`src/ex_mem_config.svh`:
```
`ifndef EX_MEM_CONFIG_SVH
`define EX_MEM_CONFIG_SVH

// data path width, the design assumes 32
`define XLEN 32

// data memory size in 32-bit words, power of two
`define DMEM_WORDS 256

// number of CSRs, power of two
`define CSR_COUNT 4

`endif
```
`src/csr_file.sv`:
```
`default_nettype none

`include "ex_mem_config.svh"

module csr_file (
    input  logic             clk,
    input  logic             reset,
    input  logic [`XLEN-1:0] read_index,  // EX side, from imm
    input  logic             write_enable,
    input  logic [`XLEN-1:0] write_index, // MEM side, registered imm
    input  logic [`XLEN-1:0] write_data,
    output logic [`XLEN-1:0] read_data
);

    localparam int IDX_W = $clog2(`CSR_COUNT);

    logic [`XLEN-1:0] csr_regs [`CSR_COUNT];
    logic [IDX_W-1:0] rd_idx;
    logic [IDX_W-1:0] wr_idx;

    assign rd_idx = read_index[IDX_W-1:0];
    assign wr_idx = write_index[IDX_W-1:0];

    always_ff @(posedge clk or posedge reset) begin
        if (reset) begin
            for (int i = 0; i < `CSR_COUNT; i++) begin
                csr_regs[i] <= '0;
            end
        end else if (write_enable) begin
            csr_regs[wr_idx] <= write_data;
        end
    end

    // a write still in MEM wins over the stored value
    always_comb begin
        if (write_enable && (wr_idx == rd_idx)) begin
            read_data = write_data;
        end else begin
            read_data = csr_regs[rd_idx];
        end
    end

endmodule

`default_nettype wire

```
`config.mk`:
```
export PLATFORM = sky130hd
export DESIGN_NAME = csr_file
export DESIGN_NICKNAME = d
export VERILOG_FILES = /design/src/csr_file.sv
export VERILOG_INCLUDE_DIRS = /design/src
export SDC_FILE = /design/constraint.sdc
export NUM_CORES = 1
export LEC_CHECK = 0
export BUFFER_PORTS_ARGS = -buffer_cell sky130_fd_sc_hd__buf_2
export CORE_AREA = 2 2 120 122
export DETAILED_ROUTE_END_ITERATION = 12
export DIE_AREA = 0 0 122 124
export GPL_TIMING_DRIVEN = 1
export HOLD_SLACK_MARGIN = 0.06
export PLACE_DENSITY = 0.67
export REMOVE_ABC_BUFFERS = 1
export SLEW_MARGIN = 30
export SYNTH_ARGS = -nofsm -noshare
export SYNTH_HDL_FRONTEND = slang
export SYNTH_SLANG_ARGS = --single-unit
```
`constraint.sdc`:
```
create_clock -name clk -period 5.75 [get_ports clk]
set_input_delay 0.2875 -clock clk [delete_from_list [all_inputs] [get_ports clk]]
set_output_delay 0.2875 -clock clk [all_outputs]
set_load 0.02 [all_outputs]
```
==> results.yml <==
run_status:
  run_status: "completed"
worst_setup_path:
  critPathLaunch: "read_index[1]"
  reg2reg_slack_ps: 4970
  timing.rr.start: "csr_regs[20]$_DFFE_PP0P_"
  worstPathCellList: "buf_2 > buf_4 > xnor2_1 > nand3_2 > buf_4 > mux2_1 > buf_2"
  crit_path_end_kind: "output pin"
  cpMaxStageDelayCell: "buf_4"
  r2r.worst_path.cells: 1
  path_max_fanout: 33
  cp_top_family: "buffers and inverters"
  max_stage_delay_ps: 500
  r2r_end: "csr_regs[20]$_DFFE_PP0P_"
  worst-path-buf-inv: 4
  cp.required_ps: 5460
  crit_type: "in -> out"
  arrival_ps: 2470
  startpoint_type: "input pin"
routing:
  wirelength_um: 11400
  drc: 0
  drt_iter0_drc: 111
  first_pass_iters: 4
  highest_layer: "met4"
  routed-via-count: 3270
  viasPerCell: 5.30
  wl_met2_um: 5960
  wire_per_inst_um: 18.6
  detail-route-antenna-nets: 0
  met1Wirelength_um: 4940
  route.met3.wl_um: 430
logic_synthesis:
  synth_area_per_cell_um2: 17.3
  yosys_warnings: 0
  syn-instance-count: 351
  synth_cell_types: 16
  synth_area_um2: 6060
  seq_area_frac_synth: 0.528
  ys_ff_latch: 128
final_layout:
  top_register: "csr_regs"
  top_regs: "csr_regs x128"
  n_fill_cell: 1174
  nNetsFinal: 524
  finish.instance_area_um2: 7100
  area_growth_syn_to_layout_pct: 17.1
  post-route-util: 0.517
  final_cell_mix: "mux2_2, dfrtp_1, buf_2"
  drive_above_1_share: 0.675
  mostFrequentLayoutCell: "mux2_2"
  largest_register_ffs: 128
  n_antenna_cell: 0
place:
  port_buffers: 70
  finalWeightedCongestion: 0.662
  dp_hpwl_um: 6740
  place_ws_ps: 2920
  placed_cell_area_um2: 6530
sta:
  clock.fmax_mhz: 362
  finalHoldViolCount: 0
  setup-tns-final_ps: 0
  rsz0062_at_grt: "false"
  maxSlewHeadroom: 0.447
  worst_pin_slew_ps: 830
  fin_skew_ps: 0
  finalMaxSlewViolations: 0
  setup_viol: 0
  final.period_utilization: 0.480
  period_needed_ps: 2760
  fin_ws_ps: 2990
die:
  dieArea_um2: 15100
  rows: 43
  fp.coreArea_um2: 13700
  start_util: 0.442
  pin_count: 131
  die_h_um: 124
  die_w_um: 122
worst_hold_path:
  hold_end: "csr_regs[63]$_DFFE_PP0P_"
  whs_path_depth: 2
  hold_start: "write_data[31]"
  hold_path.class: "in -> reg"
job:
  maxCapViolations: 0
clock_network:
  holdBufCountCts: 1
  cts_root_buf: "clkbuf_16"
  cts_setup_buffers: 0
  h-tree-depth: 4
  clockBufferDepth: 2
  clock_latency_ps: 400
  clkSinkCount: 128
  cts_resized: 0
  cts_tree: "done"
  clk_pin_slew_ps: 50
  cts_buffers: 17
power:
  irDropWorstVdd_uv: 192
  power_density_nw_per_um2: 384
  p_leak_nw: 3.13
  report.power.total_mw: 2.72
grt:
  grt_pass1_wl_um: 18100
  grt_max_degree: 68
  antenna_found_initial: 0
  grt_usage: 0.163
  grt_pass1_vias: 3383
  grt_overflow: 0
[synthesized netlist by cell type]
library cell    n  area (um2)
nand3b_1        2        15.0
buf_2          14        70.1
dfrtp_1       128        3200
mux2_4         25         375
buf_4           1        7.51
inv_1           1        3.75
xnor2_1         2        17.5
buf_8           1        15.0
mux4_2         32         721
nor3b_2         1        12.5
nand3_2         1        10.0
buf_6           6        67.6
mux2_2        131        1480
mux2_1          4        45.0
buf_12          1        20.0
nand3_1         1        5.00
[per-stage QoR]
step | hold WS (ps) | instances
6_report | 169 | 617
5_1_grt | 166 | 617
4_1_cts | 149 | 617
3_5_place_dp | 487 | 585
3_3_place_gp | 461 | 585
2_1_floorplan | 438 | 328
[worst max path at each step]
stage                               to  slack (ps)  depth (start not counted)
6_report                 read_data[13]        2990                          7
5_1_grt                   read_data[4]        2850                          7
4_1_cts                  read_data[11]        2910                          7
3_5_place_dp             read_data[11]        2920                          7
3_3_place_gp             read_data[11]        2940                          7
2_1_floorplan  csr_regs[0]$_DFFE_PP0P_        2050                          1
[cell type report]
cell class | count | area, um2 | area share
timing repair buffer | 78 | 413 | 0.0582
clock buffer | 24 | 472 | 0.0664
tap | 180 | 225 | 0.0317
multi-input combinational | 199 | 2700 | 0.380
clock inverter | 7 | 85.1 | 0.0120
sequential | 128 | 3200 | 0.451
inverter | 1 | 6.26 | 0.000881
[layer usage]
layer  track usage  vias to the layer above
met5             0                        -
met4        0.0517                        0
met3        0.0531                       11
met2         0.272                       51
met1         0.201                     1738
li1              -                     1470
[logic make-up after synthesis]
family | Yosys count | synth area share
buffers and inverters | 24 | 0.0303
AND/OR/NAND/NOR | 5 | 0.00701
flip-flops | 128 | 0.528
XOR/XNOR | 2 | 0.00289
multiplexers | 192 | 0.431
[power breakdown]
group,leakage (nW),switching [mW],total (mW),internal [mW]
Clock,0.278,0.352,1.01,0.654
Combinational,1.34,0.237,0.567,0.330
Sequential,1.51,0.0774,1.15,1.07
(Power assumes the default switching activity.)
