### config.mk
export PLATFORM = sky130hd
export DESIGN_NAME = writeback_select
export DESIGN_NICKNAME = d
export VERILOG_FILES = /design/src/ex_mem_pkg.sv /design/src/writeback_select.sv
export VERILOG_INCLUDE_DIRS = /design/src
export SDC_FILE = /design/constraint.sdc
export NUM_CORES = 1
export LEC_CHECK = 0
export BUFFER_PORTS_ARGS = -buffer_cell sky130_fd_sc_hd__buf_4
export CORE_ASPECT_RATIO = 0.6
export CORE_MARGIN = 10
export CORE_UTILIZATION = 30
export DETAILED_ROUTE_END_ITERATION = 8
export PLACE_DENSITY = 0.81
export SLEW_MARGIN = 20
export SYNTH_ARGS = -nofsm -noshare
export SYNTH_HDL_FRONTEND = slang
export SYNTH_SLANG_ARGS = --single-unit
### constraint.sdc
create_clock -name vclk -period 1
set_input_delay 0 -clock vclk [all_inputs]
set_output_delay 0 -clock vclk [all_outputs]
set_load 0.02 [all_outputs]
### src/ex_mem_config.svh
`ifndef EX_MEM_CONFIG_SVH
`define EX_MEM_CONFIG_SVH

// data path width, the design assumes 32
`define XLEN 32

// data memory size in 32-bit words, power of two
`define DMEM_WORDS 256

// number of CSRs, power of two
`define CSR_COUNT 4

`endif
### src/ex_mem_pkg.sv
`default_nettype none

package ex_mem_pkg;

    typedef enum logic [3:0] {
        ADD       = 4'd0,
        SUB       = 4'd1,
        AND       = 4'd2,
        OR        = 4'd3,
        XOR       = 4'd4,
        SLL       = 4'd5,
        SRL       = 4'd6,
        SRA       = 4'd7,
        SLT       = 4'd8,
        SLTU      = 4'd9,
        CSR_WRITE = 4'd10, // passes rs1
        CSR_SET   = 4'd11, // csr | rs1
        CSR_CLEAR = 4'd12  // csr & ~rs1
    } alu_op_t;

    typedef enum logic [2:0] {
        WB_ALU  = 3'd0,
        WB_LOAD = 3'd1,
        WB_PC4  = 3'd2,
        WB_IMM  = 3'd3,
        WB_CSR  = 3'd4
    } wb_sel_t;

    // same encoding as the RISC-V load/store funct3
    typedef enum logic [2:0] {
        BYTE   = 3'b000,
        HALF   = 3'b001,
        WORD   = 3'b010,
        BYTE_U = 3'b100,
        HALF_U = 3'b101
    } mem_width_t;

endpackage

`default_nettype wire

### src/writeback_select.sv
`default_nettype none

`include "ex_mem_config.svh"

module writeback_select (
    input  ex_mem_pkg::wb_sel_t   wb_select,
    input  logic [2:0]            funct3,
    input  logic [1:0]            address_low,
    input  logic [`XLEN-1:0]      load_word,
    input  logic [`XLEN-1:0]      alu_result,
    input  logic [`XLEN-1:0]      pc_plus_4,
    input  logic [`XLEN-1:0]      imm,
    input  logic [`XLEN-1:0]      csr_read_data,
    output logic [`XLEN-1:0]      wb_data
);

    logic [`XLEN-1:0] shifted;
    logic [`XLEN-1:0] load_data;

    assign shifted = load_word >> {address_low, 3'b000}; // addressed lane to bit 0

    always_comb begin
        case (ex_mem_pkg::mem_width_t'(funct3))
            ex_mem_pkg::BYTE:   load_data = {{(`XLEN-8){shifted[7]}}, shifted[7:0]};
            ex_mem_pkg::HALF:   load_data = {{(`XLEN-16){shifted[15]}}, shifted[15:0]};
            ex_mem_pkg::BYTE_U: load_data = {{(`XLEN-8){1'b0}}, shifted[7:0]};
            ex_mem_pkg::HALF_U: load_data = {{(`XLEN-16){1'b0}}, shifted[15:0]};
            default:            load_data = load_word;
        endcase
    end

    always_comb begin
        case (wb_select)
            ex_mem_pkg::WB_ALU:  wb_data = alu_result;
            ex_mem_pkg::WB_LOAD: wb_data = load_data;
            ex_mem_pkg::WB_PC4:  wb_data = pc_plus_4;
            ex_mem_pkg::WB_IMM:  wb_data = imm;
            ex_mem_pkg::WB_CSR:  wb_data = csr_read_data; // old value goes to rd
            default:             wb_data = '0;
        endcase
    end

endmodule

`default_nettype wire

==> results of run 1 <==
==> power groups by stage <==
| stage | registers [W] | clock network (W) | logic [W] |
|---|---|---|---|
| final | 0 | 0 | 0.00204 |
| after global routing | 0 | 0 | 0.00214 |
| after CTS | 0 | 0 | 0.00173 |
| after detailed placement | 0 | 0 | 0.00167 |
| after global placement | 0 | 0 | 0.00164 |
| after floorplan | 0 | 0 | 0.000691 |
==> what timing repair did <==
item                                    CTS  global route
hold endpoints to repair                  0             0
hold buffers                              0             0
buffers inserted                          0            12
pin swaps                                 8            26
gates resized for setup                  28            74
endpoints found under the setup margin   32            32
==> cell usage in the layout (no fill, tap or decap), types with 3 or more instances in the layout <==
| cell type | synthesis | routed |
|---|---|---|
| a221oi_1 | 5 | 5 |
| a22oi_1 | 48 | 41 |
| a22oi_2 | 0 | 7 |
| a2bb2oi_2 | 0 | 6 |
| buf_12 | 0 | 6 |
| buf_4 | 2 | 207 |
| buf_6 | 1 | 37 |
| buf_8 | 0 | 4 |
| inv_1 | 6 | 6 |
| mux2_2 | 5 | 5 |
| mux2i_1 | 14 | 7 |
| mux2i_4 | 0 | 5 |
| nand2_1 | 21 | 17 |
| nand2_2 | 1 | 5 |
| nand2b_1 | 5 | 4 |
| nand3_2 | 0 | 8 |
| nand4_1 | 16 | 16 |
| nor2_1 | 6 | 3 |
| nor2_4 | 0 | 3 |
| nor3b_1 | 7 | 7 |
| nor3b_4 | 1 | 3 |
| o21ai_0 | 5 | 3 |
| o21ai_2 | 0 | 3 |
| o221ai_2 | 0 | 9 |
| o32ai_1 | 5 | 4 |
==> worst max-delay path: cells and delay by family <==
| kind | cells | cell delay [ns] |
|---|---|---|
| compound gates | 2 | 0.53 |
| buf+inv | 6 | 0.77 |
| simple gates | 1 | 0.09 |
==> how the worst max path moves through the flow <==
stage | slack [ns] | startpoint | cells past startpoint | endpoint
2_1_floorplan | -0.25 | address_low[1] | 4 | wb_data[15]
3_3_place_gp | -0.39 | address_low[1] | 6 | wb_data[10]
3_5_place_dp | -0.42 | address_low[1] | 7 | wb_data[9]
4_1_cts | -0.34 | address_low[1] | 6 | wb_data[10]
5_1_grt | -0.42 | address_low[1] | 9 | wb_data[15]
6_report | -0.40 | address_low[1] | 9 | wb_data[12]
==> kinds of logic (layout without fill, tap and decap cells) <==
family          after synthesis  in the layout  share of synthesized area [%]
mux                          21             21                           14.7
compound gates               95             95                           48.8
simple gates                 73             73                           26.7
xor+xnor                      1              1                          0.568
buf+inv                      30            260                           9.24
==> per-layer routing <==
layer / track usage [%] / up-vias / share of wire (%)
met5: 0 / - / 0
met4: 2.38 / 0 / 1.3
met3: 4.95 / 18 / 10
met2: 38.5 / 215 / 49
met1: 29.6 / 1453 / 40
li1: - / 1378 / -
==> metrics by stage <==
| step | util, % | cells | worst slack, ns |
|---|---|---|---|
| 2_1_floorplan | - | 220 | -0.247 |
| 3_3_place_gp | 69.2 | 505 | -0.388 |
| 3_5_place_dp | 69.2 | 505 | -0.418 |
| 4_1_cts | 71.1 | 504 | -0.341 |
| 5_1_grt | 80.2 | 516 | -0.423 |
| 6_report | 80.2 | 516 | -0.395 |
==> area by class of cell <==
| type | count | share of cell area, % |
|---|---|---|
| inverters | 6 | 0.558 |
| multi-input cells | 190 | 44.1 |
| well taps | 66 | 2.05 |
| repair buffers | 254 | 53.3 |
==> results.sh, run 1 <==
export IMPL_hold_end="wb_data[5]"
export IMPL_coreArea_sq_um=5030
export IMPL_wl_per_cell_microns=23.5
export IMPL_path_cells="buf_8, buf_4, buf_12, buf_8, buf_4, o32ai_1, o221ai_2, nand2_2, buf_6"
export IMPL_final_cell_area_sq_um=4030
export IMPL_dr_pass1_iters=5
export IMPL_min_period_over_period_pct=140
export IMPL_ir_worst_vdd_mv=0.306
export IMPL_dp_final_hpwl_mm=9.28
export IMPL_synthTopCellsByCount="48 x a22oi_1, 21 x nand2_1, 16 x nand4_1"
export IMPL_cp_data_arrival_time_ns=1.40
export IMPL_cp_max_fo=8
export IMPL_finalHoldViolCount=0
export IMPL_yosysMostFrequentCell="a22oi_1"
export IMPL_p_sw_share_pct=44.1
export IMPL_layout_drive_gt1_share_pct=71.8
export IMPL_final_nets=620
export IMPL_fin_setup_tns_ns=-9.48
export IMPL_routed_wirelength_mm=12.1
export IMPL_combPwrFrac_pct=100.0
export IMPL_numSequentialCells=0
export IMPL_first_iter_violations=298
export IMPL_min_path_cells=4
export IMPL_synth_top_cell_area_share_pct=23.4
export IMPL_antenna_cells=0
export IMPL_internal_power_w=0.00114
export IMPL_outcome="finished with violations"
export IMPL_power_frac_clock_pct=0
export IMPL_cp_slowest_cell="o32ai_1"
export IMPL_synth_area_sq_um=1540
export IMPL_rsz0062_at_grt="true"
export IMPL_antenna_left=0
export IMPL_p_leak_nw=1.88
export IMPL_start_util_pct=30.7
export IMPL_antenna_found_initial=0
export IMPL_synth_area_leader_cell="a22oi_1"
export IMPL_start_kind="input pin"
export IMPL_via_per_inst=5.94
export IMPL_fin_crit_ns=1.40
export IMPL_gp_congestion=1.02
export IMPL_drc=0
export IMPL_dieArea_sq_um=8500
export IMPL_grt_overflow=0
export IMPL_synth_avg_cell_area_sq_um=7.01
export IMPL_p_switching_w=0.000900
export IMPL_endpoint_kind="primary output"
export IMPL_yosys_warnings=0
export IMPL_seqPwrFrac_pct=0
export IMPL_area_growth_pct=161
export IMPL_fmax_ghz=0.717
export IMPL_grt_max_degree=17
export IMPL_rows=20
export IMPL_grt_pass1_wl_mm=15.9
export IMPL_setup_viol=32
export IMPL_die_h_microns=75.5
export IMPL_min_delay_path_class="in2out"
export IMPL_path_class="in2out"
export IMPL_relSlewSlack_pct=69.6
export IMPL_yosys_top_cells_area="a22oi_1 23%, mux2i_1 9.1%, nand4_1 6.5%"
export IMPL_crit_path_max_incr_delay_ns=0.36
export IMPL_max_cap_violations=0
export IMPL_seq_area_sq_um=0
export IMPL_hold_start="pc_plus_4[5]"
export IMPL_synth_cells=220
export IMPL_setup_ws_ns=-0.395
export IMPL_synth_cell_types=39
export IMPL_nFillCells=317
export IMPL_violations="setup timing"
export IMPL_grt_pass1_vias=2970
export IMPL_total_power_w=0.00204
export IMPL_grt_use_total_pct=22.6
export IMPL_worst_pin_slew_ns=0.452
export IMPL_cp_required_ns=1.00
export IMPL_powerDensity_nw_per_um2=506
export IMPL_multi_input_area_sq_um=1780
export IMPL_whs_ns=0.299
export IMPL_post_dp_cell_area_sq_um=3480
export IMPL_nClkBuffers=0
export IMPL_die_w_microns=113
export IMPL_synth_nets=388
export IMPL_io_buffer_count=200
export IMPL_yosysSeqAreaShare_pct=0
export IMPL_io_pins=200
export IMPL_vias=3064
export IMPL_drv_slew=0
(Power assumes the default switching activity.)
==> inputs of run 2 (changes only) <==
--- a/config.mk
+++ b/config.mk
@@ -11,7 +11,7 @@
 export CORE_MARGIN = 10
 export CORE_UTILIZATION = 30
 export DETAILED_ROUTE_END_ITERATION = 8
-export PLACE_DENSITY = 0.81
+export PLACE_DENSITY = 0.79
 export SLEW_MARGIN = 20
 export SYNTH_ARGS = -nofsm -noshare
 export SYNTH_HDL_FRONTEND = slang
==> run 2 against run 1 <==
Against the previous run: the flow still finishes with violations (setup timing); cell area shrank 8.9%; count of clock-buffer cells in the layout is the same; combinational power shrank 12%; hold slack gained 0.0088 ns; sequential cell count is the same; die area is the same; critical path type unchanged; global-route usage shrank 0.46 points; largest cell class unchanged; non-clock buffer count shrank 8; cell count shrank 1.6%.
==> results.sh, run 2 (same netlist as run 1, synthesis figures left out) <==
export IMPL_outcome="finished with violations"
export IMPL_violations="setup timing"
export IMPL_dr_pass1_iters=5
export IMPL_relSlewSlack_pct=77.9
export IMPL_min_path_cells=4
export IMPL_dp_final_hpwl_mm=9.02
export IMPL_fin_crit_ns=1.39
export IMPL_io_buffer_count=200
export IMPL_grt_max_degree=18
export IMPL_nClkBuffers=0
export IMPL_cts_hold_buf=0
export IMPL_nFillCells=389
export IMPL_setup_viol=32
export IMPL_min_delay_path_class="in2out"
export IMPL_first_iter_violations=246
export IMPL_gp_congestion=0.971
export IMPL_area_growth_pct=138
export IMPL_antenna_left=0
export IMPL_hold_end="wb_data[1]"
export IMPL_max_cap_violations=0
export IMPL_antenna_cells=0
export IMPL_path_class="in2out"
export IMPL_via_per_inst=5.70
export IMPL_die_w_microns=113
export IMPL_fin_setup_tns_ns=-8.62
export IMPL_endpoint_kind="primary output"
export IMPL_dieArea_sq_um=8500
export IMPL_ir_worst_vdd_mv=0.257
export IMPL_die_h_microns=75.5
export IMPL_grt_pass1_vias=3053
export IMPL_grt_pass1_wl_mm=15.6
export IMPL_vias=2898
export IMPL_numSequentialCells=0
export IMPL_fmax_ghz=0.721
export IMPL_wl_per_cell_microns=21.0
export IMPL_setup_ws_ns=-0.387
export IMPL_dp_cells=501
export IMPL_routed_wirelength_mm=10.7
export IMPL_powerDensity_nw_per_um2=488
export IMPL_layout_commonest_cell="buf_4"
export IMPL_final_nets=612
export IMPL_finalHoldViolCount=0
export IMPL_start_util_pct=30.7
export IMPL_min_period_over_period_pct=139
export IMPL_most_common_layout_cells="229 x buf_4, 41 x a22oi_1, 17 x nand2_1"
export IMPL_cp_required_ns=1.00
export IMPL_layout_drive_gt1_share_pct=67.2
export IMPL_rows=20
export IMPL_antenna_found_initial=0
export IMPL_drv_slew=0
export IMPL_cp_data_arrival_time_ns=1.39
export IMPL_post_dp_cell_area_sq_um=3480
export IMPL_final_cell_area_sq_um=3670
export IMPL_seq_area_sq_um=0
export IMPL_rsz0062_at_grt="true"
export IMPL_layoutNonFillerInstCount=508
export IMPL_cp_max_fo=8
export IMPL_hold_start="pc_plus_4[1]"
export IMPL_p_leak_nw=1.78
export IMPL_start_kind="input pin"
export IMPL_coreArea_sq_um=5030
export IMPL_grt_overflow=0
export IMPL_grt_use_total_pct=22.1
export IMPL_drc=0
export IMPL_place_ws_ns=-0.396
export IMPL_post_route_util_pct=73.1
export IMPL_io_pins=200
export IMPL_worst_pin_slew_ns=0.330
-- run 2: cell count changes in the layout (fill, tap and decap cells not counted), sizes merged --
cell	change
buf	-8
-- run 2: how the worst max path moves through the flow --
stage	startpoint	endpoint	cells after the start	slack, ns
floorplan	address_low[1]	wb_data[15]	4	-0.25
global placement	address_low[1]	wb_data[10]	6	-0.39
CTS	address_low[1]	wb_data[15]	5	-0.36
finish	address_low[1]	wb_data[15]	5	-0.39
detailed placement	address_low[1]	wb_data[10]	6	-0.40
global route	address_low[1]	wb_data[15]	5	-0.43
-- run 2: timing repair --
| action | 4_1_cts | 5_1_grt |
|---|---|---|
| gates resized for setup | 31 | 2 |
| endpoints found under the setup margin | 32 | 32 |
| pin swaps | 10 | 3 |
| buffers inserted | 7 | 0 |
-- run 2: per-layer routing --
layer / up-vias / GRT usage [%] / wire, microns
met4: 0 / 1.26 / 57
met5: - / 0 / 0
met2: 156 / 38.8 / 4980
li1: 1370 / - / -
met3: 6 / 5.90 / 1070
met1: 1366 / 28.0 / 4540
-- run 2: power breakdown --
group,internal [W],switching (W)
Sequential,0,0
Combinational,0.00101,0.000783
Clock,0,0
-- run 2: cell type report --
| type | instances | area (sq um) | area share (%) |
|---|---|---|---|
| Inverter | 6 | 22.5 | 0.613 |
| Multi-Input combinational cell | 190 | 1590 | 43.3 |
| Tap cell | 66 | 82.6 | 2.25 |
| Timing Repair Buffer | 246 | 1980 | 53.9 |
-- run 2: worst max-delay path, stage by stage --
cell and delay (ns):
buf_8 0.10, mux2_4 0.31, a221o_2 0.45, a311o_1 0.39
buf_6 0.14
-- run 2: stage by stage --
stage               hold WS (ns)  power, W
floorplan                  0.146  0.000691
global placement           0.306   0.00164
detailed placement         0.310   0.00167
CTS                        0.310   0.00177
global route               0.318   0.00190
finish                     0.308   0.00179
==> inputs of run 3 (changes only) <==
--- a/config.mk
+++ b/config.mk
@@ -9,9 +9,10 @@
 export BUFFER_PORTS_ARGS = -buffer_cell sky130_fd_sc_hd__buf_4
 export CORE_ASPECT_RATIO = 0.6
 export CORE_MARGIN = 10
-export CORE_UTILIZATION = 30
+export CORE_UTILIZATION = 36
 export DETAILED_ROUTE_END_ITERATION = 8
-export PLACE_DENSITY = 0.79
+export PLACE_DENSITY = 0.89
+export RECOVER_POWER = 25
 export SLEW_MARGIN = 20
 export SYNTH_ARGS = -nofsm -noshare
 export SYNTH_HDL_FRONTEND = slang
==> constraint.sdc (replaced) <==
create_clock -name vclk -period 1.7
set_input_delay 0 -clock vclk [all_inputs]
set_output_delay 0 -clock vclk [all_outputs]
set_load 0.02 [all_outputs]
==> run 3 against run 2 <==
Against the previous run: the run now ends clean; critical path depth rose by 2; highest routed layer unchanged; via count fell by 0.45%; critical endpoint is now wb_data[19]; critical path type unchanged; sequential share of layout area did not move.
==> results.sh, run 3 (same netlist as run 1, synthesis figures left out) <==
export IMPL_fin_setup_tns_ns=0
export IMPL_crit_path_end="wb_data[19]"
export IMPL_vias=2885
export IMPL_io_pins=200
export IMPL_fin_crit_ns=1.52
export IMPL_nClkBuffers=0
export IMPL_finalHoldViolCount=0
export IMPL_hold_start="csr_read_data[0]"
export IMPL_grt_met3_usage_pct=6.15
export IMPL_drc=0
export IMPL_rsz0062_at_grt="false"
export IMPL_grt_use_total_pct=25.9
export IMPL_wl_per_cell_microns=23.1
export IMPL_setup_viol=0
export IMPL_die_w_microns=105
export IMPL_start_util_pct=37.4
export IMPL_grt_pass1_wl_mm=16.1
export IMPL_dr_pass1_iters=5
export IMPL_relSlewSlack_pct=65.4
export IMPL_io_buffer_count=200
export IMPL_max_cap_violations=0
export IMPL_endpoint_kind="primary output"
export IMPL_numSequentialCells=0
export IMPL_min_delay_path_class="in2out"
export IMPL_p_leak_nw=1.49
export IMPL_cp_required_ns=1.70
export IMPL_grt_max_degree=23
export IMPL_dp_final_hpwl_mm=9.35
export IMPL_startpoint="address_low[1]"
export IMPL_dieArea_sq_um=7390
export IMPL_grt_overflow=0
export IMPL_cp_max_fo=16
export IMPL_antenna_found_initial=0
export IMPL_coreArea_sq_um=4120
export IMPL_path_class="in2out"
export IMPL_worst_pin_slew_ns=0.519
export IMPL_grt_use_met2_pct=44.1
export IMPL_powerDensity_nw_per_um2=288
export IMPL_first_iter_violations=317
export IMPL_cp_data_arrival_time_ns=1.52
export IMPL_top_usage_layer="met2"
export IMPL_final_nets=576
export IMPL_cts_resized=0
export IMPL_ir_worst_vdd_mv=0.173
export IMPL_cts_hold_buf=0
export IMPL_grt_pass1_vias=2763
export IMPL_whs_ns=0.328
export IMPL_antenna_cells=0
export IMPL_min_period_over_period_pct=89.7
export IMPL_area_growth_pct=98.1
export IMPL_antenna_left=0
export IMPL_most_common_layout_cells="203 x buf_4, 48 x a22oi_1, 21 x nand2_1"
export IMPL_seq_area_sq_um=0
export IMPL_layout_drive_gt1_share_pct=53.9
export IMPL_post_dp_cell_area_sq_um=3080
export IMPL_routed_wirelength_mm=10.8
export IMPL_layout_commonest_cell="buf_4"
export IMPL_via_per_inst=6.19
export IMPL_postCtsSetupBuffers=0
export IMPL_outcome="finished clean"
export IMPL_start_kind="input pin"
export IMPL_gp_congestion=0.973
export IMPL_rows=18
export IMPL_drv_slew=0
export IMPL_final_cell_area_sq_um=3060
export IMPL_fmax_ghz=0.656
export IMPL_die_h_microns=70.7
export IMPL_use_met1_pct=32.5
[run 3: cell types whose count changed in the layout (fill, tap and decap cells not counted), moves of 7 or more]
cell / previous run / this run
a22oi_1: 41 / 48
nand3_2: 7 / 0
nand3_1: 2 / 9
a22oi_2: 7 / 0
buf_4: 229 / 203
buf_12: 7 / 0
buf_6: 8 / 0
[run 3: final cells by class]
| type | instances | area [sq um] |
|---|---|---|
| Fill cell | 363 | 1070 |
| Timing Repair Buffer | 210 | 1550 |
| Inverter | 6 | 22.5 |
| Multi-Input combinational cell | 190 | 1400 |
| Tap cell | 60 | 75.1 |
[run 3: worst min-delay path by stage]
stage | slack (ns) | cells past startpoint | endpoint
3_5_place_dp | 0.33 | 4 | wb_data[2]
4_1_cts | 0.33 | 4 | wb_data[4]
2_1_floorplan | 0.21 | 2 | wb_data[11]
5_1_grt | 0.35 | 4 | wb_data[0]
6_report | 0.33 | 4 | wb_data[0]
3_3_place_gp | 0.32 | 4 | wb_data[4]
[run 3: critical path, cell delays in order]
cell,delay (ns)
buf_4,0.13
clkbuf_2,0.25
nor2b_1,0.21
nand3_1,0.11
a211o_1,0.48
nand4_1,0.17
buf_4,0.16
[run 3: routing by layer]
metal	routed length [microns]	vias up
met3	999	22
li1	-	1300
met1	4480	1359
met2	5050	204
met5	0	-
met4	240	0
[run 3: metrics by stage]
stage / cells / utilization (%) / worst slack (ns) / power, W
2_1_floorplan: 220 / - / 0.446 / 0.000381
3_3_place_gp: 466 / 74.7 / 0.212 / 0.000870
3_5_place_dp: 466 / 74.7 / 0.216 / 0.000883
4_1_cts: 466 / 74.7 / 0.203 / 0.000886
5_1_grt: 466 / 74.1 / 0.0494 / 0.000935
6_report: 466 / 74.1 / 0.175 / 0.000880
[run 3: report_power, final]
group | internal, W | switching [W] | total, W
Clock | 0 | 0 | 0
Sequential | 0 | 0 | 0
Combinational | 0.000474 | 0.000407 | 0.000880
